File: config.mk
export PLATFORM = sky130hd
export DESIGN_NAME = decoder
export DESIGN_NICKNAME = d
export VERILOG_FILES = /design/src/common/cpuPkg.sv /design/src/design/decoder.sv
export VERILOG_INCLUDE_DIRS = /design/src /design/src/common
export SDC_FILE = /design/constraint.sdc
export NUM_CORES = 1
export LEC_CHECK = 0
export ABC_AREA = 0
export BUFFER_PORTS_ARGS = -buffer_cell sky130_fd_sc_hd__clkbuf_2
export CAP_MARGIN = 40
export CORE_AREA = 4 4 41 43
export DETAILED_ROUTE_END_ITERATION = 12
export DIE_AREA = 0 0 45 47
export GPL_TIMING_DRIVEN = 0
export PLACE_DENSITY = 0.66
export SLEW_MARGIN = 20
export SYNTH_ARGS = -nofsm -noshare
export SYNTH_HDL_FRONTEND = slang
export SYNTH_SLANG_ARGS = --single-unit
File: constraint.sdc
create_clock -name vclk -period 2.1
set_input_delay 0.63 -clock vclk [all_inputs]
set_output_delay 0.63 -clock vclk [all_outputs]
set_load 0.1 [all_outputs]
File: src/common/cpu_defines.svh
// MIPS32 opcode and function encodings; ALU_CLO and ALU_CLZ are internal codes, not ISA values.
`ifndef CPU_DEFINES_SVH
`define CPU_DEFINES_SVH

`define WORD_W      32
`define REG_ADDR_W  5
`define SHAMT_W     5
`define OPCODE_W    6
`define FUNCT_W     6
`define IMM_W       16

// Primary opcodes.
`define ALU    6'h00
`define MULL   6'h1C
`define J      6'h02
`define JAL    6'h03
`define BEQ    6'h04
`define BNE    6'h05
`define BLEZ   6'h06
`define BGTZ   6'h07
`define ADDI   6'h08
`define ADDIU  6'h09
`define SLTI   6'h0A
`define SLTIU  6'h0B
`define ANDI   6'h0C
`define ORI    6'h0D
`define XORI   6'h0E
`define LUI    6'h0F
`define LB     6'h20
`define LH     6'h21
`define LWL    6'h22
`define LW     6'h23
`define LBU    6'h24
`define LHU    6'h25
`define LWR    6'h26
`define SB     6'h28
`define SH     6'h29
`define SWL    6'h2A
`define SW     6'h2B
`define SWR    6'h2E
`define LL     6'h30
`define SC     6'h38

// Function codes of the special group.
`define SLL    6'h00
`define SRL    6'h02
`define SRA    6'h03
`define SLLV   6'h04
`define SRLV   6'h06
`define SRAV   6'h07
`define JR     6'h08
`define JALR   6'h09
`define MOVZ   6'h0A
`define MOVN   6'h0B
`define MFHI   6'h10
`define MTHI   6'h11
`define MFLO   6'h12
`define MTLO   6'h13
`define MULT   6'h18
`define MULTU  6'h19
`define ADD    6'h20
`define ADDU   6'h21
`define SUB    6'h22
`define SUBU   6'h23
`define AND    6'h24
`define OR     6'h25
`define XOR    6'h26
`define NOR    6'h27
`define SLT    6'h2A
`define SLTU   6'h2B

// Function codes of the special2 group.
`define MADD   6'h00
`define MADDU  6'h01
`define MUL    6'h02
`define MSUB   6'h04
`define MSUBU  6'h05
`define CLZ    6'h20
`define CLO    6'h21

// CLZ and CLO clash with ADD and ADDU, so the decoder remaps them.
`define ALU_CLO 6'h3E
`define ALU_CLZ 6'h3F

`endif

File: src/common/cpuPkg.sv
// Datapath types for the execute slice; all widths are set by the macros in cpu_defines.svh.
`include "cpu_defines.svh"

package cpuPkg;

    // One architectural data word, also the width of HI and LO.
    typedef logic [`WORD_W-1:0] word_t;

    typedef logic [`REG_ADDR_W-1:0] regAddr_t; // Index into the 32-entry register file.

    // Constant shift amount from the shamt field.
    typedef logic [`SHAMT_W-1:0] shamt_t;

    typedef logic [`OPCODE_W-1:0] opcode_t; // Primary opcode, bits 31:26.

    // Function field, also used as the internal ALU and multiply operation code.
    typedef logic [`FUNCT_W-1:0] funct_t;

    typedef logic [`IMM_W-1:0] immed_t; // I-type immediate, bits 15:0.

endpackage

File: src/design/decoder.sv
// Combinational control table; branch, jump, memory and unknown opcodes leave every output low.
`timescale 1ns/1ps
`include "cpu_defines.svh"

module decoder (
    input  cpuPkg::opcode_t OpCode,
    input  cpuPkg::funct_t  FuncCode,
    output logic            RegDst,
    output logic            ALUOp,
    output logic            MULOp,
    output logic            ALUSrc,
    output logic            RegWrite,
    output logic            ShiftSel,
    output logic            Unsgnsel,
    output cpuPkg::funct_t  Func
);

    always_comb
    begin
        RegDst   = 1'b0;
        ALUOp    = 1'b0;
        MULOp    = 1'b0;
        ALUSrc   = 1'b0;
        RegWrite = 1'b0;
        ShiftSel = 1'b0;
        Unsgnsel = 1'b0;
        Func     = '0;

        case (OpCode)
            `ALU:
                case (FuncCode)
                    `ADD, `ADDU, `SUB, `SUBU, `SLL, `SLLV, `SRA, `SRAV, `SRL, `SRLV,
                    `AND, `OR, `XOR, `NOR, `MOVN, `MOVZ, `SLT, `SLTU:
                    begin
                        RegDst   = 1'b1;
                        ALUOp    = 1'b1;
                        RegWrite = 1'b1;
                        Func     = FuncCode;
                    end

                    // These only change HI or LO.
                    `MULT, `MULTU, `MTHI, `MTLO:
                    begin
                        MULOp = 1'b1;
                        Func  = FuncCode;
                    end

                    `MFHI, `MFLO:
                    begin
                        RegDst   = 1'b1;
                        MULOp    = 1'b1;
                        RegWrite = 1'b1;
                        Func     = FuncCode;
                    end

                    `JR, `JALR:;
                    default:;
                endcase

            `MULL:
                case (FuncCode)
                    `CLO, `CLZ:
                    begin
                        RegDst   = 1'b1;
                        MULOp    = 1'b1;
                        RegWrite = 1'b1;
                        Func     = (FuncCode == `CLO) ? `ALU_CLO : `ALU_CLZ;
                    end

                    `MUL:
                    begin
                        RegDst   = 1'b1;
                        MULOp    = 1'b1;
                        RegWrite = 1'b1;
                        Func     = FuncCode;
                    end

                    `MADD, `MADDU, `MSUB, `MSUBU:
                    begin
                        MULOp = 1'b1;
                        Func  = FuncCode;
                    end

                    default:;
                endcase

            `ADDI, `ADDIU, `LUI, `ANDI, `ORI, `XORI, `SLTI, `SLTIU:
            begin
                ALUOp    = 1'b1;
                ALUSrc   = 1'b1;
                RegWrite = 1'b1;
                ShiftSel = (OpCode == `LUI);
                // Marks the unsigned forms; only the logical ones zero-extend.
                Unsgnsel = (OpCode == `ADDIU) || (OpCode == `ANDI) || (OpCode == `ORI) ||
                           (OpCode == `XORI) || (OpCode == `SLTIU);
                case (OpCode)
                    `ADDIU:  Func = `ADDU;
                    `ANDI:   Func = `AND;
                    `ORI:    Func = `OR;
                    `XORI:   Func = `XOR;
                    `SLTI:   Func = `SLT;
                    `SLTIU:  Func = `SLTU;
                    default: Func = `ADD;  // ADDI and LUI.
                endcase
            end

            `BEQ, `BNE, `BLEZ, `BGTZ, `J, `JAL:;
            `LB, `LBU, `LH, `LHU, `LW, `LWL, `LWR, `LL:;
            `SB, `SH, `SW, `SWL, `SWR, `SC:;
            default:;
        endcase
    end

endmodule

==> results.cfg, run 1 <==
[status]
status = stopped before the end
stop_stage = global routing
error = [ERROR DPL-0038] Utilization greater than 100%, impossible to legalize

[placed_design]
place.port_buffers = 20
gp_congestion = 0.768
dp_hpwl_um = 1150

[synth]
avgSynthCellArea_um2 = 6.64
netlist_top_cells_area = nand2_1, nor2_1, a211o_1
synth_top_area_share_pct = 8.31
yosysUniqueCellTypes = 32
yosysTopAreaCell = nand2_1
ys_warn_count = 0
yosysSeqAreaShare_pct = 0
yosysMostFrequentCell = nand2_1
synth_cells = 68
synth.cell_area_um2 = 452
ys_top_cells_by_count = nand2_1, nor2_1, buf_2, nor3_1
synth_nets = 80

[sta]
worstEndpointGrtRepair = Func[5]
worst_endpoint_kind = output port

[global_route]
grt_max_degree = 11

[floorplan]
die_w_um = 45
die_h_um = 47
ios = 25
row_count = 13
start_util_pct = 34.7

[clocking]
postCtsHoldBufs = 0
[cell families after synthesis]
| family | after synthesis | share of synthesized area, % |
|---|---|---|
| multiplexers | 1 | 2.22 |
| AO/OA/AOI/OAI | 22 | 38.2 |
| AND/OR/NAND/NOR | 36 | 47.4 |
| buffers and inverters | 9 | 12.2 |
[through the flow]
step / hold slack [ns] / setup slack [ns] / cells / area (µm²) / setup TNS (ns)
detailed placement: 1.87 / -0.914 / 103 / 822 / -9.02
CTS: 1.68 / -0.482 / 110 / 1200 / -4.33
global placement: 1.87 / -0.899 / 103 / 822 / -8.92
floorplan: 1.42 / -0.361 / 68 / 703 / -3.73
[timing repair]
action | CTS
setup endpoints to repair | 13
buffers inserted | 7
cloned | 0
resized for setup | 48
pin swaps | 9
==> run 2, diff against run 1 <==
Settings changed: CORE_AREA 4 4 41 43 to 4 4 65 67, DIE_AREA 0 0 45 47 to 0 0 69 71, PLACE_DENSITY 0.66 to not set, PLACE_DENSITY_LB_ADDON set to 0.15.
Clock period 2.1 ns to 2.7 ns, I/O delays scaled along.
==> results.cfg, run 2 <==
[pwr]
p_leak_uw = 0.000516
power.total_uw = 162
power_density_mw_per_mm2 = 129
power.share.combinational_pct = 100.0
netSwitchingPower_uw = 90.7
power.internal_uw = 71.4
peakVddDrop_v = 0.0000489
seq_power_share_pct = 0
p_sw_share_pct = 56.0
pwr-share-clk_pct = 0

[finish]
nNetsFinal = 115
n_antenna_cell = 0
nClkBuffers = 0
syn_to_final_growth_pct = 178
utilization_pct = 34.5
final_layout_size_suffix_gt1_share_pct = 70.3
final_cell_mix = buf_4, clkbuf_16, nand2_1
seq_area_um2 = 0
stdcell_count = 149
nFlopsAndLatches = 0

[synth]
yosysTopAreaCell = nand2_1
yosysUniqueCellTypes = 32
synth.cell_area_um2 = 452
avgSynthCellArea_um2 = 6.64
synth_nets = 80
netlist_top_cells_area = nand2_1, nor2_1, a211o_1
ys_top_cells_by_count = nand2_1, nor2_1, buf_2, nor3_1
yosysSeqAreaShare_pct = 0
synth_top_area_share_pct = 8.31
yosysMostFrequentCell = nand2_1
ys_warn_count = 0
synth_cells = 68

[floorplan]
start_util_pct = 12.4
die_w_um = 69
die_h_um = 71
core_mm2 = 0.00363
ios = 25
row_count = 22
die_area_mm2 = 0.00490

[placed_design]
gp_congestion = 0.752
place.port_buffers = 20
dp.cells = 136
dp_hpwl_um = 1350

[global_route]
grt_pass1_wl_um = 3160
overflow = 0
grt_use_total_pct = 7.35
antenna_found_initial = 0
grt_pass1_vias = 612
grt_max_degree = 11
grt_busiest_layer = met2
grt_use_met1_pct = 10.2
met2_usage_pct = 13.0
met3_usage_pct = 0.710

[worst_setup_path]
cp-end-kind = output pin
critPathKind = in -> out
worst-path-max-fanout = 10
setup.worst_path.start_class = input port
cp.arrival_ns = 2.12
cp.required_ns = 1.89

[sta]
fin_ws_ns = -0.231
rsz0062_at_grt = yes
tightestPinTransition_ns = 0.354
max_freq_ghz = 0.341
tns_ns = -1.53
slew_headroom_pct = 76.3
finalCriticalPeriod_ns = 2.93
setup_viol = 9
fin_crit_sh_pct = 109
finalMaxSlewViolations = 0
finalHoldViolations = 0

[status]
status = complete, but fails checks
failed_checks = setup timing

[hold_path]
min_path_type = in -> out

[route]
vias = 639
drc_errors = 0
viasPerCell = 4.29
drtAntennaViolNets = 0
drtIter0Drc = 21
routedWlPerCell_um = 12.2
routed_wl_um = 1830
drtPass1Iterations = 4

[job]
max_cap_violations = 0

[clocking]
postCtsHoldBufs = 0
==> run 2: critical path, cell delays in order <==
cell and delay, ns:
buf_8 0.11, nand2b_4 0.15, a221oi_4 0.31, a211oi_4 0.06, buf_12 0.15, a211o_4 0.32
clkbuf_16 0.20
==> run 2: timing repair <==
| item | 4_1_cts | 5_1_grt |
|---|---|---|
| endpoints found under the setup margin | 13 | 12 |
| buffers inserted | 10 | 5 |
| gates resized for setup | 48 | 6 |
| pin swaps | 12 | 2 |
| cloned | 0 | 0 |
==> run 2: power by group through the flow <==
stage | clock, µW | combinational, µW | sequential (µW)
global placement | 0 | 124 | 0
finish | 0 | 162 | 0
CTS | 0 | 157 | 0
floorplan | 0 | 100 | 0
detailed placement | 0 | 124 | 0
global route | 0 | 171 | 0
==> run 2: routing by layer <==
| layer | vias up | wire, µm |
|---|---|---|
| met4 | 0 | 0 |
| met5 | - | 0 |
| li1 | 320 | - |
| met3 | 0 | 65 |
| met1 | 308 | 805 |
| met2 | 11 | 953 |
==> run 2: path summary, 6_finish.rpt <==
kind / startpoint / end / slack [ns] / depth (start not counted)
worst max-delay path: FuncCode[5] / Func[1] / -0.23 / 7
worst min-delay path: FuncCode[5] / Func[5] / 2.04 / 3
==> run 2: final cells by class <==
cell class / count / area, µm²
fillers: 371 / 2380
multi-input cells: 59 / 592
repair buffers: 33 / 492
plain buffers: 7 / 91.3
well taps: 48 / 60.1
inverters: 2 / 20.0
==> run 2: logic make-up after synthesis <==
family,share of synthesized area [%]
AND/OR/NAND/NOR,47.4
AO/OA/AOI/OAI,38.2
buffers and inverters,12.2
multiplexers,2.22
==> run 2: through the flow <==
stage / hold slack (ns) / setup WS (ns) / area, µm²
after global routing: 2.06 / -0.254 / 1250
after detailed placement: 2.22 / -0.654 / 827
after CTS: 2.05 / -0.228 / 1200
after global placement: 2.22 / -0.633 / 827
after floorplan: 1.78 / -0.202 / 667
final: 2.04 / -0.231 / 1250
Power figures use the tool's default switching activity.
