--- config.mk ---
export PLATFORM = sky130hd
export DESIGN_NAME = alu
export DESIGN_NICKNAME = d
export VERILOG_FILES = /design/src/common/cpuPkg.sv /design/src/design/alu.sv
export VERILOG_INCLUDE_DIRS = /design/src /design/src/common
export SDC_FILE = /design/constraint.sdc
export NUM_CORES = 1
export LEC_CHECK = 0
export ABC_CLOCK_PERIOD_IN_PS = 5670
export BUFFER_PORTS_ARGS = -buffer_cell sky130_fd_sc_hd__buf_2
export CAP_MARGIN = 20
export CELL_PAD_IN_SITES_DETAIL_PLACEMENT = 1
export CELL_PAD_IN_SITES_GLOBAL_PLACEMENT = 1
export CORE_UTILIZATION = 40
export DETAILED_ROUTE_END_ITERATION = 7
export PLACE_DENSITY_LB_ADDON = 0.15
export SYNTH_ARGS = -nofsm -noshare
export SYNTH_HDL_FRONTEND = slang
export SYNTH_SLANG_ARGS = --single-unit
--- constraint.sdc ---
create_clock -name vclk -period 5.67
set_clock_uncertainty 0.05 [all_clocks]
set_input_delay 0.567 -clock vclk [all_inputs]
set_output_delay 0.567 -clock vclk [all_outputs]
set_load 0.02 [all_outputs]
--- src/common/cpu_defines.svh ---
// MIPS32 opcode and function encodings; ALU_CLO and ALU_CLZ are internal codes, not ISA values.
`ifndef CPU_DEFINES_SVH
`define CPU_DEFINES_SVH

`define WORD_W      32
`define REG_ADDR_W  5
`define SHAMT_W     5
`define OPCODE_W    6
`define FUNCT_W     6
`define IMM_W       16

// Primary opcodes.
`define ALU    6'h00
`define MULL   6'h1C
`define J      6'h02
`define JAL    6'h03
`define BEQ    6'h04
`define BNE    6'h05
`define BLEZ   6'h06
`define BGTZ   6'h07
`define ADDI   6'h08
`define ADDIU  6'h09
`define SLTI   6'h0A
`define SLTIU  6'h0B
`define ANDI   6'h0C
`define ORI    6'h0D
`define XORI   6'h0E
`define LUI    6'h0F
`define LB     6'h20
`define LH     6'h21
`define LWL    6'h22
`define LW     6'h23
`define LBU    6'h24
`define LHU    6'h25
`define LWR    6'h26
`define SB     6'h28
`define SH     6'h29
`define SWL    6'h2A
`define SW     6'h2B
`define SWR    6'h2E
`define LL     6'h30
`define SC     6'h38

// Function codes of the special group.
`define SLL    6'h00
`define SRL    6'h02
`define SRA    6'h03
`define SLLV   6'h04
`define SRLV   6'h06
`define SRAV   6'h07
`define JR     6'h08
`define JALR   6'h09
`define MOVZ   6'h0A
`define MOVN   6'h0B
`define MFHI   6'h10
`define MTHI   6'h11
`define MFLO   6'h12
`define MTLO   6'h13
`define MULT   6'h18
`define MULTU  6'h19
`define ADD    6'h20
`define ADDU   6'h21
`define SUB    6'h22
`define SUBU   6'h23
`define AND    6'h24
`define OR     6'h25
`define XOR    6'h26
`define NOR    6'h27
`define SLT    6'h2A
`define SLTU   6'h2B

// Function codes of the special2 group.
`define MADD   6'h00
`define MADDU  6'h01
`define MUL    6'h02
`define MSUB   6'h04
`define MSUBU  6'h05
`define CLZ    6'h20
`define CLO    6'h21

// CLZ and CLO clash with ADD and ADDU, so the decoder remaps them.
`define ALU_CLO 6'h3E
`define ALU_CLZ 6'h3F

`endif

--- src/common/cpuPkg.sv ---
// Datapath types for the execute slice; all widths are set by the macros in cpu_defines.svh.
`include "cpu_defines.svh"

package cpuPkg;

    // One architectural data word, also the width of HI and LO.
    typedef logic [`WORD_W-1:0] word_t;

    typedef logic [`REG_ADDR_W-1:0] regAddr_t; // Index into the 32-entry register file.

    // Constant shift amount from the shamt field.
    typedef logic [`SHAMT_W-1:0] shamt_t;

    typedef logic [`OPCODE_W-1:0] opcode_t; // Primary opcode, bits 31:26.

    // Function field, also used as the internal ALU and multiply operation code.
    typedef logic [`FUNCT_W-1:0] funct_t;

    typedef logic [`IMM_W-1:0] immed_t; // I-type immediate, bits 15:0.

endpackage

--- src/design/alu.sv ---
// Combinational integer ALU; no overflow traps, and ADDIU and SLTIU sign-extend as in MIPS32.
`timescale 1ns/1ps
`include "cpu_defines.svh"

module alu (
    input  cpuPkg::word_t  rsData,
    input  cpuPkg::word_t  rtData,
    input  cpuPkg::immed_t imm,
    input  cpuPkg::shamt_t shamt,
    input  cpuPkg::funct_t Func,
    input  logic           ALUSrc,
    input  logic           ShiftSel,
    input  logic           Unsgnsel,
    output cpuPkg::word_t  aluResult,
    output logic           condWrite
);

    cpuPkg::word_t  immExt;
    cpuPkg::word_t  opA;
    cpuPkg::word_t  opB;
    cpuPkg::shamt_t varAmt;
    logic           zeroExt;

    // Only the logical immediates take a zero-extended operand.
    assign zeroExt = Unsgnsel && ((Func == `AND) || (Func == `OR) || (Func == `XOR));

    always_comb
    begin
        if (ShiftSel)
            immExt = {imm, {`IMM_W{1'b0}}};      // LUI places the immediate in the upper half.
        else if (zeroExt)
            immExt = {{`IMM_W{1'b0}}, imm};
        else
            immExt = {{`IMM_W{imm[`IMM_W-1]}}, imm};
    end

    assign opA    = ShiftSel ? '0 : rsData;    // LUI ignores rs.
    assign opB    = ALUSrc ? immExt : rtData;
    assign varAmt = rsData[`SHAMT_W-1:0];

    always_comb
    begin
        condWrite = 1'b1;
        case (Func)
            `ADD, `ADDU: aluResult = opA + opB;
            `SUB, `SUBU: aluResult = opA - opB;
            `AND:        aluResult = opA & opB;
            `OR:         aluResult = opA | opB;
            `XOR:        aluResult = opA ^ opB;
            `NOR:        aluResult = ~(opA | opB);
            `SLL:        aluResult = opB << shamt;
            `SLLV:       aluResult = opB << varAmt;
            `SRL:        aluResult = opB >> shamt;
            `SRLV:       aluResult = opB >> varAmt;
            `SRA:        aluResult = $signed(opB) >>> shamt;
            `SRAV:       aluResult = $signed(opB) >>> varAmt;
            `SLT:        aluResult = {{(`WORD_W-1){1'b0}}, $signed(opA) < $signed(opB)};
            `SLTU:       aluResult = {{(`WORD_W-1){1'b0}}, opA < opB};
            `MOVN:
            begin
                aluResult = rsData;
                condWrite = (rtData != '0);
            end
            `MOVZ:
            begin
                aluResult = rsData;
                condWrite = (rtData == '0);
            end
            default:     aluResult = '0;
        endcase
    end

endmodule

Yosys cells after proc, flatten, opt, wreduce, memory -nomap -nowiden. Cells that the tools add are included.

Output and inout port bits: 33. Bits of input ports: 94. Bits in registers: 0. Logic and storage cells: 46.

Bitwise gates (word level): 4. Reduce and logical (&&, ||, !) cells: 9. Eq/ne operators: 17. Add/subtract/negate cells: 2. Shifts and indexed selects: 6. Muxes and demuxes: 6. Order comparisons: 2.

Operator list (count): $pmux W32 S15 (1); $mux W32 (4); $lt A32 B32 Y1 (2); $shl A32 B5 Y32 (2); $shr A32 B5 Y32 (2); $sshr A32 B5 Y32 (2); $eq A6 B6 Y1 const B (10); $add A32 B32 Y32 (1); $and A32 B32 Y32 (1); $logic_not A32 Y1 (1); $not A32 Y32 (1); $or A32 B32 Y32 (1); $reduce_bool A32 Y1 (1); $sub A32 B32 Y32 (1); $xor A32 B32 Y32 (1); $eq A6 B3 Y1 const B (3); $eq A6 B2 Y1 const B (2); $eq A6 B4 Y1 const B (2); $logic_not A6 Y1 (1); $reduce_or A2 Y1 (3); $logic_or A1 B1 Y1 (2); $pmux W1 S2 (1); $logic_and A1 B1 Y1 (1).

Logic depth before layout (Yosys ltp). Gate-level depths: netlist of run 1.

Depth in word-level cells: 10. Depth in mapped cells: 20. Gate-level depth less buffers: 15.

Worst setup path after synthesis of run 1. OpenSTA, ideal clock, no wires.

Path kind: input-to-output. Start point: input ShiftSel. End point: output aluResult[29]. Stages: 15. Data required time: 5.053 ns. Slack: 0.686 ns. Path buffers: 3. Arrival time: 4.367 ns. Cells stage by stage: buf_2 > nor2b_1 > clkbuf_1 > a22oi_1 > ha_1 > clkbuf_1 > nor3_1 > o311ai_1 > a21oi_1 > nor4_1 > a211oi_1 > o31ai_1 > a32o_1 > nor3_1 > o31ai_1.

Cells in the longest elaborated chain, start to end: 5. Elaborated cells between the ends (all ways): 16. Classes of those cells: add/sub (2); shift (6); mux (4); bitwise (4).

Ends and longest elaborated chain: start: declaration (line alu.sv:12) `input logic ShiftSel,`; parallel branches: the longest is 4 deep, another holds $sub A32 B32 Y32; $pmux W32 S15 * (line alu.sv:44) `case (Func)`; end: declaration (line alu.sv:14) `output cpuPkg::word_t aluResult,`.

Every way passes the cells marked *.

Worst setup path in the final report of run 1.
Start point: input ShiftSel. End point: output aluResult[21].

Same word-level chain as after synthesis.

==> results of run 1 <==
kinds of logic after synthesis:
family	after synthesis
buffers and inverters	258
XOR/XNOR	58
multiplexers	155
adder cells (fa/ha/maj)	100
AO/OA/AOI/OAI	737
AND/OR/NAND/NOR	623
cell usage in the layout, fill, tap and decap left out, drive strengths merged, types with 9 or more instances in the layout:
cell type	netlist	routed
nor4	19	19
a211o	12	12
and2	11	11
nand2b	18	18
o21ai	146	146
mux2i	117	117
mux4	11	11
a21o	16	16
xnor2	53	53
a22oi	28	28
and3	10	10
a21boi	12	12
nor3	95	95
nand2	203	203
or3	18	18
mux2	27	27
a221o	9	9
nand3	59	59
ha	98	98
o21bai	13	13
nor2	139	139
nand4	11	11
buf	62	308
o31ai	20	20
a221oi	13	13
nor2b	13	13
o22ai	15	15
inv	95	95
a211oi	61	61
o221ai	10	10
a31oi	27	27
o211ai	45	45
a32oi	18	18
o21a	9	9
a21oi	185	185
a311oi	16	16
layer usage:
layer | up-vias | wire length (microns)
met5 | - | 42
met4 | 6 | 7930
met3 | 431 | 11600
met2 | 1515 | 34800
met1 | 8902 | 33200
li1 | 7609 | -
per-stage QoR:
| stage | TNS [ns] | instances |
|---|---|---|
| final | 0 | 2479 |
| after global routing | 0 | 2479 |
| after detailed placement | -0.212 | 2475 |
| after global placement | -0.0360 | 2475 |
| after floorplan | 0 | 1931 |
| after CTS | 0 | 2475 |
final cells by class:
type               instances  area, sq um  share of cell area [%]
diodes                     1         2.50                  0.0173
inverters                101          379                    2.63
multi-input cells       1673        11500                    79.8
well taps                396          495                    3.43
repair buffers           308         2030                    14.1
worst paths after layout:
kind	start	end	slack [ns]	cells past startpoint
worst max-delay path	ShiftSel	aluResult[21]	0.13	17
worst min-delay path	rtData[14]	condWrite	1.67	6
worst max-delay path: stages:
cell and delay, ns:
buf_2 0.19, nor2b_1 0.10, buf_12 0.15, a22oi_1 0.58, ha_1 0.26, buf_4 0.18
nor3_1 0.08, o311ai_2 0.50, a21oi_1 0.15, nor4_2 0.65, a211oi_1 0.20, buf_4 0.21
o21bai_1 0.11, a31oi_1 0.11, xnor2_1 0.22, a2111o_1 0.47, buf_2 0.18
repair_timing:
action                                  in CTS  in global routing
resized for setup                            1                  7
hold buffers                                 0                  0
endpoints found under the setup margin       5                  9
==> flow_summary_export.csv, run 1 <==
group,metric,value,unit
floorplanning,die_h,179,microns
grt,grt_busiest_layer,"met2",
timing,worst_pin_slew,1.06,ns
floorplanning,ios,127,
synthesis,syn_nets,2125,
timing,hold_viol_final,0,
synthesis,synth-seq-area-share,0,%
place,dpl.hpwl,70300,microns
synthesis,synth-compound-area-share,39.7,%
floorplanning,placementRows,64,
grt,grtUsageTotal,53.2,%
critical_path,critPathCaptureType,"primary output",
grt,grt_max_degree,64,
grt,grt_overflow_total,0,
synthesis,muxShareOfSynthArea,13.9,%
synthesis,synthTopCellsByCount,"199 x nand2_1, 184 x a21oi_1, 137 x nor2_1",
floorplanning,coreArea,30700,sq um
synthesis,synth_area,12500,sq um
synthesis,synth-simple-area-share,23.7,%
routing,ant_nets,0,
finish,fin_area,14400,sq um
finish,syn_to_final_growth,15.5,%
finish,num-clock-buffers,0,
grt,use_met2,77.0,%
timing,grt_setup_unrepaired,"no",
synthesis,synth_cell_types,98,
routing,drt_iter0_markers,2746,
finish,finalNetCount,2278,
floorplanning,start_util,40.7,%
synthesis,synth_adder_area_share,10.1,%
finish,nFillCells,4115,
grt,first_global_vias,17485,
grt,met3_usage,18.9,%
critical_path,path_class,"input pin to primary output",
synthesis,netlist_instances,1931,
synthesis,synth_top_family_by_area,"compound AO/OA/AOI/OAI gates",
outcome,status,"completed",
timing,slew_viol_final,0,
synthesis,yosysWarnings,0,
clock_network,cts_setup_buffers,0,
min_path,hold_class,"input pin to primary output",
floorplanning,die_area,31900,sq um
routing,drtPass1Iterations,6,
grt,grt_pass1_wl,122000,microns
timing,finalCritPeriodShare,97.7,%
timing,slew_headroom,28.9,%
finish,seq_area,0,sq um
finish,final_core_util,47.1,%
grt,antenna_found_initial,8,
timing,setup_viol,0,
critical_path,cp.arrival,4.92,ns
routing,wl,87600,microns
timing,fin_ws,0.131,ns
critical_path,crit_path_start_kind,"input pin",
synthesis,synth_area_leader_cell,"ha_1",
synthesis,synth.area.top_cells,"ha_1 9.8%, mux2i_1 9.2%, a21oi_1 7.4%, nand2_1 6.0%, o21ai_0 5.1%",
timing,min_period,5.54,ns
place,port_buffers,127,
critical_path,crit_required,5.05,ns
routing,vias,18463,
grt,met1_usage,64.9,%
floorplanning,die_w,179,microns
place,place_ws,-0.154,ns
finish,seq_cells,0,
synthesis,synth.most_common_cell,"nand2_1",
synthesis,synthXorXnorAreaFrac,4.07,%
timing,fmaxAchievable,181,MHz
routing,post-route-drc-count,0,
synthesis,syn_avg_cell_area,6.47,sq um
place,gp_congestion,1.15,
routing,viasPerCell,7.45,
synthesis,synth_top_area_share,9.81,%
routing,routedWlPerCell,35.3,microns
timing,hold_slack,1.67,ns
critical_path,worstPathMaxFanout,15,
job,drv_cap,0,
finish,drive_gt1_share,19.1,%
place,place_area,14400,sq um
==> run 2, diff against run 1 <==
- PLACE_DENSITY: unset -> 0.86
- PLACE_DENSITY_LB_ADDON: 0.15 -> unset
==> flow_summary_export.csv, run 2 (synthesized netlist as in run 1, its figures left out) <==
group,metric,value,unit
place,dpl.hpwl,69900,microns
clock_network,cts_setup_buffers,0,
routing,drtPass1Iterations,7,
critical_path,crit_path_start_kind,"input pin",
finish,nFillCells,4120,
grt,first_global_vias,17780,
finish,seq_cells,0,
power_and_ir_drop,leakagePower,6.31,nW
timing,slew_headroom,-13.0,%
critical_path,worstPathMaxFanout,23,
timing,fin_ws,-0.201,ns
finish,seq_area,0,sq um
min_path,whs_endpoint,"aluResult[26]",
finish,final_common_cell,"nand2_1",
routing,wl,87700,microns
min_path,hold_class,"input pin to primary output",
finish,final_cell_mix,"199 x nand2_1, 184 x a21oi_1, 170 x buf_4",
finish,finalNetCount,2269,
critical_path,crit_required,5.05,ns
timing,min_period,5.87,ns
timing,fmaxAchievable,170,MHz
routing,viasPerCell,7.48,
finish,final_core_util,46.8,%
floorplanning,die_w,179,microns
power_and_ir_drop,pwr_density_cell,127,nW/um^2
critical_path,path_class,"input pin to primary output",
routing,post-route-drc-count,0,
outcome,violations,"max-slew violations, negative setup slack",
routing,ant_nets,0,
floorplanning,coreArea,30700,sq um
critical_path,cp.arrival,5.25,ns
grt,grt_pass1_wl,124000,microns
place,gp_congestion,1.22,
floorplanning,placementRows,64,
job,drv_cap,0,
floorplanning,ios,127,
timing,worst_pin_slew,1.69,ns
critical_path,critPathCaptureType,"primary output",
finish,multi_input_area,11500,sq um
grt,grt_max_degree,64,
min_path,hold_depth,6,
timing,slew_viol_final,3,
grt,grt_overflow_total,0,
routing,drt_iter0_markers,2716,
grt,antenna_found_initial,9,
routing,routedWlPerCell,35.5,microns
min_path,min_from,"rsData[26]",
outcome,status,"finished with violations",
timing,grt_setup_unrepaired,"no",
timing,hold_viol_final,0,
floorplanning,die_h,179,microns
floorplanning,start_util,40.7,%
finish,syn_to_final_growth,14.9,%
power_and_ir_drop,power,0.00182,W
finish,num-clock-buffers,0,
grt,grtUsageTotal,53.7,%
power_and_ir_drop,peakVddDrop,0.0000738,V
floorplanning,die_area,31900,sq um
place,port_buffers,127,
routing,vias,18485,
timing,setup_viol,2,
finish,drive_gt1_share,18.7,%
timing,finalCritPeriodShare,104,%
clock_network,cts_hold_buf,0,
[run 2: cell types whose count changed in the layout (fill, tap and decap cells not counted), sizes merged]
cell	previous run	this run
buf	308	298
clkbuf	0	1
[run 2: per-layer routing]
layer | global-route usage (%) | share of wire [%] | up-vias | routed length [microns]
li1 | - | - | 7606 | -
met5 | 0 | 0.081 | - | 71
met2 | 76.5 | 40 | 1500 | 34700
met3 | 21.0 | 14 | 486 | 12500
met1 | 64.7 | 37 | 8883 | 32400
met4 | 39.9 | 9.3 | 10 | 8130
[run 2: where the power goes]
part	internal [W]	switching, W	leakage, nW
Clock	0.000000000000976	0	0.00000940
Sequential	0	0	0
Combinational	0.000585	0.00123	6.31
Total	0.000585	0.00123	6.31
[run 2: how the worst max path moves through the flow]
| stage | cells after the start | startpoint | slack [ns] | to |
|---|---|---|---|---|
| 2_1_floorplan | 15 | ShiftSel | 0.69 | aluResult[29] |
| 3_3_place_gp | 19 | ShiftSel | 0.06 | aluResult[0] |
| 3_5_place_dp | 19 | ShiftSel | -0.07 | aluResult[0] |
| 4_1_cts | 19 | ShiftSel | 0.09 | aluResult[0] |
| 5_1_grt | 12 | Func[0] | 0.01 | aluResult[5] |
| 6_report | 12 | Func[0] | -0.20 | aluResult[5] |
[run 2: critical path, stage by stage]
cell and delay [ns]:
buf_2 0.15, buf_4 0.22, and2_0 0.71, nand3_1 0.23
nand2_2 0.59, mux2i_1 0.30, nor2_1 0.22, a21oi_1 0.13
a21oi_1 0.66, o221ai_1 0.74, a211o_1 0.55, buf_2 0.17
[run 2: cell type report]
class | instances | share of cell area, %
tap | 396 | 3.45
inverter | 101 | 2.64
timing repair buffer | 299 | 13.6
antenna | 1 | 0.0174
multi-input combinational | 1673 | 80.3
[run 2: per-stage QoR]
stage                     hold WS (ns)  worst slack (ns)  area [sq um]  std cells  setup TNS, ns
after global routing              1.71            0.0147         14400       2469              0
final                             1.69            -0.201         14400       2470         -0.264
after global placement            1.62            0.0576         14300       2467              0
after CTS                         1.67            0.0867         14300       2468              0
after detailed placement          1.66           -0.0729         14300       2468        -0.0779
after floorplan                   1.41             0.686         12500       1931              0
[run 2: what timing repair did]
action                     4_1_cts  5_1_grt
resized for setup                1        9
pin swaps                        0        0
setup endpoints to repair        2       12
No activity file was read; power rests on OpenSTA's default activity.
